## config.mk

```make
export PLATFORM = sky130hd
export DESIGN_NAME = mips_core
export DESIGN_NICKNAME = d
export VERILOG_FILES = /design/src/hw/mips_pkg.sv /design/src/hw/mips_core.sv /design/src/hw/mem_access.sv /design/src/hw/alu.sv /design/src/hw/reg_file.sv /design/src/hw/instr_decoder.sv /design/src/hw/pc_unit.sv
export SDC_FILE = /design/constraint.sdc
export NUM_CORES = 2
export LEC_CHECK = 0
export ABC_CLOCK_PERIOD_IN_PS = 12200
export BUFFER_PORTS_ARGS = -buffer_cell sky130_fd_sc_hd__clkbuf_2
export CORE_MARGIN = 10
export CORE_UTILIZATION = 34
export DETAILED_ROUTE_END_ITERATION = 8
export GPL_TIMING_DRIVEN = 0
export MAX_ROUTING_LAYER = met4
export SLEW_MARGIN = 20
export SYNTH_ARGS = -nofsm -noshare
export SYNTH_HDL_FRONTEND = slang
export SYNTH_SLANG_ARGS = --single-unit
```

## constraint.sdc

```tcl
create_clock -name clk -period 12.2 [get_ports clk]
set_clock_uncertainty 0.2 [all_clocks]
set_input_delay 1.83 -clock clk [delete_from_list [all_inputs] [get_ports clk]]
set_output_delay 1.83 -clock clk [all_outputs]
set_load 0.005 [all_outputs]
```

## src/hw/mips_pkg.sv

```systemverilog
`default_nettype none

package mips_pkg;

	// datapath and address widths
	localparam int xlen       = 32;
	localparam int reg_addr_w = 5;
	localparam int mem_addr_w = 7;
	localparam int shamt_w    = 5;
	localparam int imm_w      = 16;
	localparam int jaddr_w    = 26;

	localparam logic [xlen-1:0]       pc_step = 32'd4;
	localparam logic [reg_addr_w-1:0] ra_reg  = 5'd31;

	// low bit of each instruction field
	localparam int op_lsb    = 26;
	localparam int rs_lsb    = 21;
	localparam int rt_lsb    = 16;
	localparam int rd_lsb    = 11;
	localparam int shamt_lsb = 6;
	localparam int funct_w   = 6;

	typedef enum logic [5:0] {
		op_rtype = 6'h00,
		op_j     = 6'h02,
		op_jal   = 6'h03,
		op_beq   = 6'h04,
		op_bne   = 6'h05,
		op_addi  = 6'h08,
		op_lw    = 6'h23,
		op_sw    = 6'h2b
	} opcode_e;

	// r-type function field
	typedef enum logic [5:0] {
		fn_sll = 6'h00,
		fn_srl = 6'h02,
		fn_jr  = 6'h08,
		fn_add = 6'h20,
		fn_sub = 6'h22,
		fn_and = 6'h24,
		fn_or  = 6'h25,
		fn_slt = 6'h2a
	} funct_e;

	typedef enum logic [2:0] {
		alu_add,
		alu_sub,
		alu_and,
		alu_or,
		alu_slt,
		alu_sll,
		alu_srl
	} alu_op_e;

	// write-back source
	typedef enum logic [1:0] {
		wb_alu,
		wb_mem,
		wb_link
	} wb_sel_e;

	typedef enum logic [2:0] {
		pc_seq,
		pc_beq,
		pc_bne,
		pc_jump,
		pc_jreg
	} next_pc_e;

endpackage

`default_nettype wire
```

## src/hw/mips_core.sv

```systemverilog
`timescale 1ns/1ns
`default_nettype none

module mips_core
	import mips_pkg::*;
(
	input  logic                    clk,
	input  logic                    rst_n,
	output logic [xlen-1:0]         ir_addr,
	input  logic [xlen-1:0]         ir,
	input  logic [xlen-1:0]         read_data_mem,
	output logic                    cen,
	output logic                    wen,
	output logic                    oen,
	output logic [mem_addr_w-1:0]   a,
	output logic [xlen-1:0]         data_to_mem
);

	// decoder outputs
	logic [reg_addr_w-1:0] rs_idx;
	logic [reg_addr_w-1:0] rt_idx;
	logic [reg_addr_w-1:0] dest_reg;
	logic [shamt_w-1:0]    shamt;
	logic [imm_w-1:0]      imm;
	logic [jaddr_w-1:0]    jump_addr;
	alu_op_e               alu_op;
	logic                  alu_src_imm;
	logic                  reg_write;
	wb_sel_e               wb_sel;
	logic                  mem_read;
	logic                  mem_write;
	next_pc_e              next_pc_kind;

	// datapath
	logic [xlen-1:0] rs_data;
	logic [xlen-1:0] rt_data;
	logic [xlen-1:0] alu_result;
	logic            zero;
	logic [xlen-1:0] pc_plus4;
	logic [xlen-1:0] wb_data;

	pc_unit u_pc_unit (
		.clk(clk), .rst_n(rst_n), .next_pc_kind(next_pc_kind), .imm(imm),
		.jump_addr(jump_addr), .rs_data(rs_data), .zero(zero),
		.ir_addr(ir_addr), .pc_plus4(pc_plus4)
	);

	instr_decoder u_instr_decoder (
		.ir(ir), .rs_idx(rs_idx), .rt_idx(rt_idx), .dest_reg(dest_reg),
		.shamt(shamt), .imm(imm), .jump_addr(jump_addr), .alu_op(alu_op),
		.alu_src_imm(alu_src_imm), .reg_write(reg_write), .wb_sel(wb_sel),
		.mem_read(mem_read), .mem_write(mem_write), .next_pc_kind(next_pc_kind)
	);

	reg_file u_reg_file (
		.clk(clk), .rst_n(rst_n), .rs_idx(rs_idx), .rt_idx(rt_idx),
		.wr_idx(dest_reg), .wr_en(reg_write), .wr_data(wb_data),
		.rs_data(rs_data), .rt_data(rt_data)
	);

	alu u_alu (
		.alu_op(alu_op), .rs_data(rs_data), .rt_data(rt_data), .imm(imm),
		.alu_src_imm(alu_src_imm), .shamt(shamt),
		.alu_result(alu_result), .zero(zero)
	);

	mem_access u_mem_access (
		.rst_n(rst_n), .mem_read(mem_read), .mem_write(mem_write),
		.alu_result(alu_result), .rt_data(rt_data), .wb_sel(wb_sel),
		.pc_plus4(pc_plus4), .read_data_mem(read_data_mem),
		.cen(cen), .wen(wen), .oen(oen), .a(a),
		.data_to_mem(data_to_mem), .wb_data(wb_data)
	);

endmodule

`default_nettype wire

```

## src/hw/mem_access.sv

```systemverilog
`timescale 1ns/1ns
`default_nettype none

module mem_access
	import mips_pkg::*;
(
	input  logic                    rst_n,
	input  logic                    mem_read,
	input  logic                    mem_write,
	input  logic [xlen-1:0]         alu_result,
	input  logic [xlen-1:0]         rt_data,
	input  wb_sel_e                 wb_sel,
	input  logic [xlen-1:0]         pc_plus4,
	input  logic [xlen-1:0]         read_data_mem,
	output logic                    cen,
	output logic                    wen,
	output logic                    oen,
	output logic [mem_addr_w-1:0]   a,
	output logic [xlen-1:0]         data_to_mem,
	output logic [xlen-1:0]         wb_data
);

	logic [xlen-1:0] word_addr;

	// byte address to word index
	assign word_addr = alu_result >> 2;
	assign a         = word_addr[mem_addr_w-1:0];

	// active-low strobes, held idle during reset
	assign cen = !rst_n || !(mem_read || mem_write);
	assign wen = !rst_n || !mem_write;
	assign oen = !rst_n || !mem_read;

	assign data_to_mem = rt_data;

	always_comb begin
		case (wb_sel)
			wb_mem:  wb_data = read_data_mem;
			wb_link: wb_data = pc_plus4;
			default: wb_data = alu_result;
		endcase
	end

	// a write strobe needs the chip enable, and never overlaps a read
	always_comb begin
		if (!wen) begin
			assert (!cen && oen)
			else $error("wen low with cen=%b oen=%b", cen, oen);
		end
	end

endmodule

`default_nettype wire

```

## src/hw/alu.sv

```systemverilog
`timescale 1ns/1ns
`default_nettype none

module alu
	import mips_pkg::*;
(
	input  alu_op_e              alu_op,
	input  logic [xlen-1:0]      rs_data,
	input  logic [xlen-1:0]      rt_data,
	input  logic [imm_w-1:0]     imm,
	input  logic                 alu_src_imm,
	input  logic [shamt_w-1:0]   shamt,
	output logic [xlen-1:0]      alu_result,
	output logic                 zero
);

	logic [xlen-1:0] imm_sext;
	logic [xlen-1:0] operand_b;

	assign imm_sext  = {{(xlen-imm_w){imm[imm_w-1]}}, imm};
	assign operand_b = alu_src_imm ? imm_sext : rt_data;

	always_comb begin
		case (alu_op)
			alu_add: begin
				alu_result = rs_data + operand_b;
			end
			alu_sub: begin
				alu_result = rs_data - operand_b;
			end
			alu_and: begin
				alu_result = rs_data & operand_b;
			end
			alu_or: begin
				alu_result = rs_data | operand_b;
			end
			alu_slt: begin
				// signed compare
				alu_result = {{(xlen-1){1'b0}}, $signed(rs_data) < $signed(operand_b)};
			end
			// shifts act on rt, never on rs
			alu_sll: begin
				alu_result = rt_data << shamt;
			end
			alu_srl: begin
				alu_result = rt_data >> shamt;
			end
			default: begin
				alu_result = '0;
			end
		endcase
	end

	// beq/bne look at this after a subtract
	assign zero = (alu_result == '0);

endmodule

`default_nettype wire

```

## src/hw/reg_file.sv

```systemverilog
`timescale 1ns/1ns
`default_nettype none

module reg_file
	import mips_pkg::*;
(
	input  logic                   clk,
	input  logic                   rst_n,
	input  logic [reg_addr_w-1:0]  rs_idx,
	input  logic [reg_addr_w-1:0]  rt_idx,
	input  logic [reg_addr_w-1:0]  wr_idx,
	input  logic                   wr_en,
	input  logic [xlen-1:0]        wr_data,
	output logic [xlen-1:0]        rs_data,
	output logic [xlen-1:0]        rt_data
);

	logic [xlen-1:0] regs [2**reg_addr_w];

	// $zero is never written, so it stays at its reset value
	always_ff @(posedge clk or negedge rst_n) begin
		if (!rst_n) begin
			for (int i = 0; i < 2**reg_addr_w; i++) begin
				regs[i] <= '0;
			end
		end else if (wr_en && (wr_idx != '0)) begin
			regs[wr_idx] <= wr_data;
		end
	end

	// combinational reads, no bypass needed
	assign rs_data = regs[rs_idx];
	assign rt_data = regs[rt_idx];

	zero_reg_reads_zero: assert property (
		@(posedge clk) disable iff (!rst_n)
		((rs_idx == '0) -> (rs_data == '0)) &&
		((rt_idx == '0) -> (rt_data == '0))
	) else $error("register 0 read back nonzero");

endmodule

`default_nettype wire

```

## src/hw/instr_decoder.sv

```systemverilog
`timescale 1ns/1ns
`default_nettype none

module instr_decoder
	import mips_pkg::*;
(
	input  logic [xlen-1:0]        ir,
	output logic [reg_addr_w-1:0]  rs_idx,
	output logic [reg_addr_w-1:0]  rt_idx,
	output logic [reg_addr_w-1:0]  dest_reg,
	output logic [shamt_w-1:0]     shamt,
	output logic [imm_w-1:0]       imm,
	output logic [jaddr_w-1:0]     jump_addr,
	output alu_op_e                alu_op,
	output logic                   alu_src_imm,
	output logic                   reg_write,
	output wb_sel_e                wb_sel,
	output logic                   mem_read,
	output logic                   mem_write,
	output next_pc_e               next_pc_kind
);

	opcode_e               opcode;
	funct_e                funct;
	logic [reg_addr_w-1:0] rd_idx;

	// fixed field positions
	assign opcode    = opcode_e'(ir[op_lsb +: 6]);
	assign funct     = funct_e'(ir[0 +: funct_w]);
	assign rs_idx    = ir[rs_lsb +: reg_addr_w];
	assign rt_idx    = ir[rt_lsb +: reg_addr_w];
	assign rd_idx    = ir[rd_lsb +: reg_addr_w];
	assign shamt     = ir[shamt_lsb +: shamt_w];
	assign imm       = ir[0 +: imm_w];
	assign jump_addr = ir[0 +: jaddr_w];

	always_comb begin
		// no-op unless a known code says otherwise
		alu_op       = alu_add;
		alu_src_imm  = 1'b0;
		reg_write    = 1'b0;
		wb_sel       = wb_alu;
		mem_read     = 1'b0;
		mem_write    = 1'b0;
		next_pc_kind = pc_seq;
		dest_reg     = rd_idx;

		// all-zero word would otherwise decode as sll $0
		if (ir != '0) begin
			case (opcode)
				op_rtype: begin
					reg_write = 1'b1;
					case (funct)
						fn_sll: alu_op = alu_sll;
						fn_srl: alu_op = alu_srl;
						fn_add: alu_op = alu_add;
						fn_sub: alu_op = alu_sub;
						fn_and: alu_op = alu_and;
						fn_or:  alu_op = alu_or;
						fn_slt: alu_op = alu_slt;
						fn_jr: begin
							reg_write    = 1'b0;
							next_pc_kind = pc_jreg;
						end
						default: reg_write = 1'b0;
					endcase
				end
				op_addi: begin
					alu_src_imm = 1'b1;
					reg_write   = 1'b1;
					dest_reg    = rt_idx;
				end
				op_lw: begin
					alu_src_imm = 1'b1;
					reg_write   = 1'b1;
					wb_sel      = wb_mem;
					mem_read    = 1'b1;
					dest_reg    = rt_idx;
				end
				op_sw: begin
					alu_src_imm = 1'b1;
					mem_write   = 1'b1;
				end
				op_beq: begin
					alu_op       = alu_sub;
					next_pc_kind = pc_beq;
				end
				op_bne: begin
					alu_op       = alu_sub;
					next_pc_kind = pc_bne;
				end
				op_j: next_pc_kind = pc_jump;
				op_jal: begin
					next_pc_kind = pc_jump;
					reg_write    = 1'b1;
					wb_sel       = wb_link;
					dest_reg     = ra_reg;
				end
				default: ;
			endcase
		end
	end

endmodule

`default_nettype wire

```

## src/hw/pc_unit.sv

```systemverilog
`timescale 1ns/1ns
`default_nettype none

module pc_unit
	import mips_pkg::*;
(
	input  logic                clk,
	input  logic                rst_n,
	input  next_pc_e            next_pc_kind,
	input  logic [imm_w-1:0]    imm,
	input  logic [jaddr_w-1:0]  jump_addr,
	input  logic [xlen-1:0]     rs_data,
	input  logic                zero,
	output logic [xlen-1:0]     ir_addr,
	output logic [xlen-1:0]     pc_plus4
);

	logic [xlen-1:0] pc;
	logic [xlen-1:0] branch_target;
	logic [xlen-1:0] jump_target;
	logic [xlen-1:0] pc_next;

	assign pc_plus4 = pc + pc_step;

	// word offset from the delay slot address
	assign branch_target = pc_plus4 + {{(xlen-imm_w-2){imm[imm_w-1]}}, imm, 2'b00};

	// pseudo-direct jump keeps the current region
	assign jump_target = {pc[xlen-1:xlen-4], jump_addr, 2'b00};

	always_comb begin
		case (next_pc_kind)
			pc_beq: begin
				pc_next = zero ? branch_target : pc_plus4;
			end
			pc_bne: begin
				pc_next = zero ? pc_plus4 : branch_target;
			end
			pc_jump: begin
				pc_next = jump_target;
			end
			pc_jreg: begin
				pc_next = rs_data;
			end
			default: begin
				pc_next = pc_plus4;
			end
		endcase
	end

	always_ff @(posedge clk or negedge rst_n) begin
		if (!rst_n) begin
			pc <= '0;
		end else begin
			pc <= pc_next;
		end
	end

	assign ir_addr = pc;

	// a jr through a misaligned register would break this
	ir_addr_aligned: assert property (
		@(posedge clk) disable iff (!rst_n)
		ir_addr[1:0] == 2'b00
	) else $error("ir_addr not word aligned: %h", ir_addr);

endmodule

`default_nettype wire

```

==> impl_metrics.tcl <==
set metrics [dict create \
    cp.required_ps 12740 \
    finalWirelength_microns 415500 \
    seqPwrFrac_pct 37.3 \
    yosys_warnings 0 \
    worstSetupPathType "primary input to flip-flop" \
    grt.total_usage_pct 38.98 \
    synthDistinctLibCells 105 \
    syn2layout_area_growth_pct 15.02 \
    ctsHoldBuffers 0 \
    crit_arrival_ps 12610 \
    grt_pass1_vias 62390 \
    hold_class "flip-flop to flip-flop" \
    switchingPower_mw 3.778 \
    status "finished clean" \
    critPathTopFamily "compound AO/OA/AOI/OAI gates" \
    path_buf_inv 10 \
    overflow 0 \
    setup_viol 0 \
    die_h_microns 461.3 \
    avgSynthCellArea_sq_um 9.756 \
    post_cts_buffers 0 \
    ant_nets 0 \
    fmax_ghz 0.08285 \
    vias 66060 \
    period_needed_ps 12070 \
    synth_top_family_by_area "multiplexers" \
    drc_errors 0 \
    yosys.area_share.adder_pct 2.585 \
    dp.final_hpwl_microns 317500 \
    path_max_fanout 12 \
    place.port_buffers 133 \
    powerDensity_nw_per_um2 136.9 \
    synth_seq_area_share_pct 39.90 \
    fin_setup_tns_ps 0 \
    finalCritPeriodShare_pct 98.93 \
    internal_power_mw 6.646 \
    routedWlPerCell_microns 42.48 \
    cp_common_cell "buf_6" \
    synth_nets 6989 \
    num_rows 161 \
    viasPerCell 6.754 \
    place_congestion 1.073 \
    path_clk_slew_ps 70 \
    cts-root-buf "clkbuf_16" \
    critPathSlowestCell "clkbuf_1" \
    placed_area_sq_um 72050 \
    grt_pass1_wl_microns 554100 \
    clk_path_buf_depth 3 \
    synth_edf_count 0 \
    yosys.area.top_type "dfrtp_1" \
    maxSlewViolCount 0 \
    netlist_area_sq_um 66220 \
    clk_latency_ps 810 \
    power_frac_clock_pct 36.3 \
    pwr-share-comb_pct 26.4 \
    nFillCells 19250 \
    ios 140 \
    max-vdd-ir-drop_mv 0.1363 \
    grt_max_degree 90 \
    drive_gt1_share_pct 15.96 \
    cpPeakStageDelay_ps 750 \
    synth-xor-area-share_pct 0.8842 \
    muxShareOfSynthArea_pct 21.43 \
    cts_tree "built" \
    start_util_pct 34.28 \
    async_flop_share_pct 100.0 \
    cts_buffers 118 \
    multi_input_area_sq_um 36750 \
    seq_area_sq_um 26430 \
    drtPass1Iterations 7 \
    synth-simple-area-share_pct 11.59 \
    dr.first_iter.drc_count 10260 \
    synth_compound_area_share_pct 18.45 \
    synthCells 6788 \
    relSlewSlack_pct 5.036 \
    core_sq_um 193200 \
    end_kind "flip-flop" \
    worst_slew_pin_slew_ps 1424 \
    ctsHtreeMaxLevel 3 \
    ys_ff_latch 1056 \
    antenna_found_initial 24 \
    design_area_sq_um 76170 \
    p_leak_nw 32.67 \
    netlist.area_leader.share_pct 39.90 \
    swShare_pct 36.24 \
    maxCapViolCount 0 \
    clock-sinks 1056 \
    hold_viol_final 0 \
    grt_setup_unrepaired "false" \
    synth_ff_type "dfrtp_1" \
    holdWs_ps 288.6 \
    cts_resized 10 \
    crit_path_start_kind "primary input" \
    dieArea_sq_um 212800 \
    finalNetCount 7324 \
    synth_top_cells_by_area "dfrtp_1, mux4_2, o21ai_0, mux2i_1, nand2_1" \
    die_w_microns 461.3 \
]
## final cells by class
class	count	share of cell area, %
Sequential cell	1056	34.69
Clock buffer	170	4.516
Timing Repair Buffer	217	2.986
Antenna cell	38	0.1248
Inverter	135	0.6653
Multi-Input combinational cell	4933	48.24
Tap cell	2526	4.149
Clock inverter	43	0.6538
Buffer	662	3.969
## per-layer routing
layer  wire length, microns  up-vias  global-route usage [%]
met5                      0        -                       -
met2                 169800     5415                   53.45
met4                  41030        0                   30.76
li1                       -    25630                       -
met3                  54940     1567                   14.69
met1                 149700    33450                   45.48
## cells in the final DEF (no fill, tap or decap), types with 27 or more instances in the layout
master	instances
inv_1	132
a221oi_1	41
a211oi_1	32
buf_2	63
clkbuf_8	28
buf_16	35
xnor2_1	52
a21oi_1	247
clkbuf_16	119
o211ai_1	32
clkbuf_2	198
o22ai_1	51
mux4_2	398
clkbuf_1	482
buf_6	46
o21ai_0	1072
buf_4	35
nor3_1	69
ha_1	132
dfrtp_1	1056
nand2_1	1187
nand4_1	27
mux2i_1	448
nand3_1	65
a22oi_1	231
nor2_1	223
mux2_2	50
a21o_1	33
diode_2	38
## metrics by stage
step                cells  total power [mW]  setup slack, ps  utilization (%)
detailed placement   9529             6.550            -1998            37.30
floorplan            6788             5.211             2115                -
global placement     9447             6.456           -17710            36.26
finish               9780             10.42            130.7            39.43
global route         9766             10.62            54.61            39.41
CTS                  9741             10.26            12.69            39.35
## cell families after synthesis
group           count (synthesis)
flops                        1056
compound gates               2034
buf+inv                       799
xor+xnor                       66
simple gates                 1784
mux                           914
fa+ha+maj                     135
## state kept, by name, summed over array words and instances, names as in the netlist
name / count
u_reg_file.regs: 1024
u_pc_unit.ir_addr: 32
## power by group through the flow
stage | Sequential (mW) | Combinational [mW] | Clock, mW
after floorplan | 3.87 | 1.34 | 0
after global placement | 3.94 | 2.51 | 0
after detailed placement | 3.94 | 2.61 | 0
after CTS | 3.88 | 2.62 | 3.76
after global routing | 3.91 | 2.81 | 3.90
final | 3.89 | 2.75 | 3.78
## cells in the mapped netlist (all sizes together), types with 13 or more instances
cell,instances
nand2,1189
o21ai,1082
dfrtp,1056
clkbuf,524
mux2i,466
mux4,398
a21oi,254
a22oi,231
nor2,228
buf,140
inv,134
ha,132
nor3,84
nand3,66
o22ai,53
xnor2,53
mux2,50
a221oi,42
nor4,39
a211oi,34
a21o,33
o211ai,32
nand4,27
o221ai,24
a31oi,23
o31ai,23
a32oi,21
nor2b,20
nand2b,19
o21a,19
a221o,18
and2,17
and3,15
o21bai,15
a211o,14
a21boi,14
or2,14
a2111oi,13
xor2,13
## path summary, 6_finish.rpt
kind	start	end	slack, ps	depth (start not counted)
min	u_reg_file.regs[1004]	u_reg_file.regs[1004]	290	1
max reg2reg	u_reg_file.regs[71]	u_pc_unit.ir_addr[27]	2820	27
max	ir[16]	u_pc_unit.ir_addr[27]	130	33
min reg2reg	u_reg_file.regs[1004]	u_reg_file.regs[1004]	290	1
min in group asynchronous	rst_n	u_reg_file.regs[185]	840	1
max in group asynchronous	rst_n	u_reg_file.regs[929]	7650	8
Note: power is estimated with default switching activity, not from simulation.
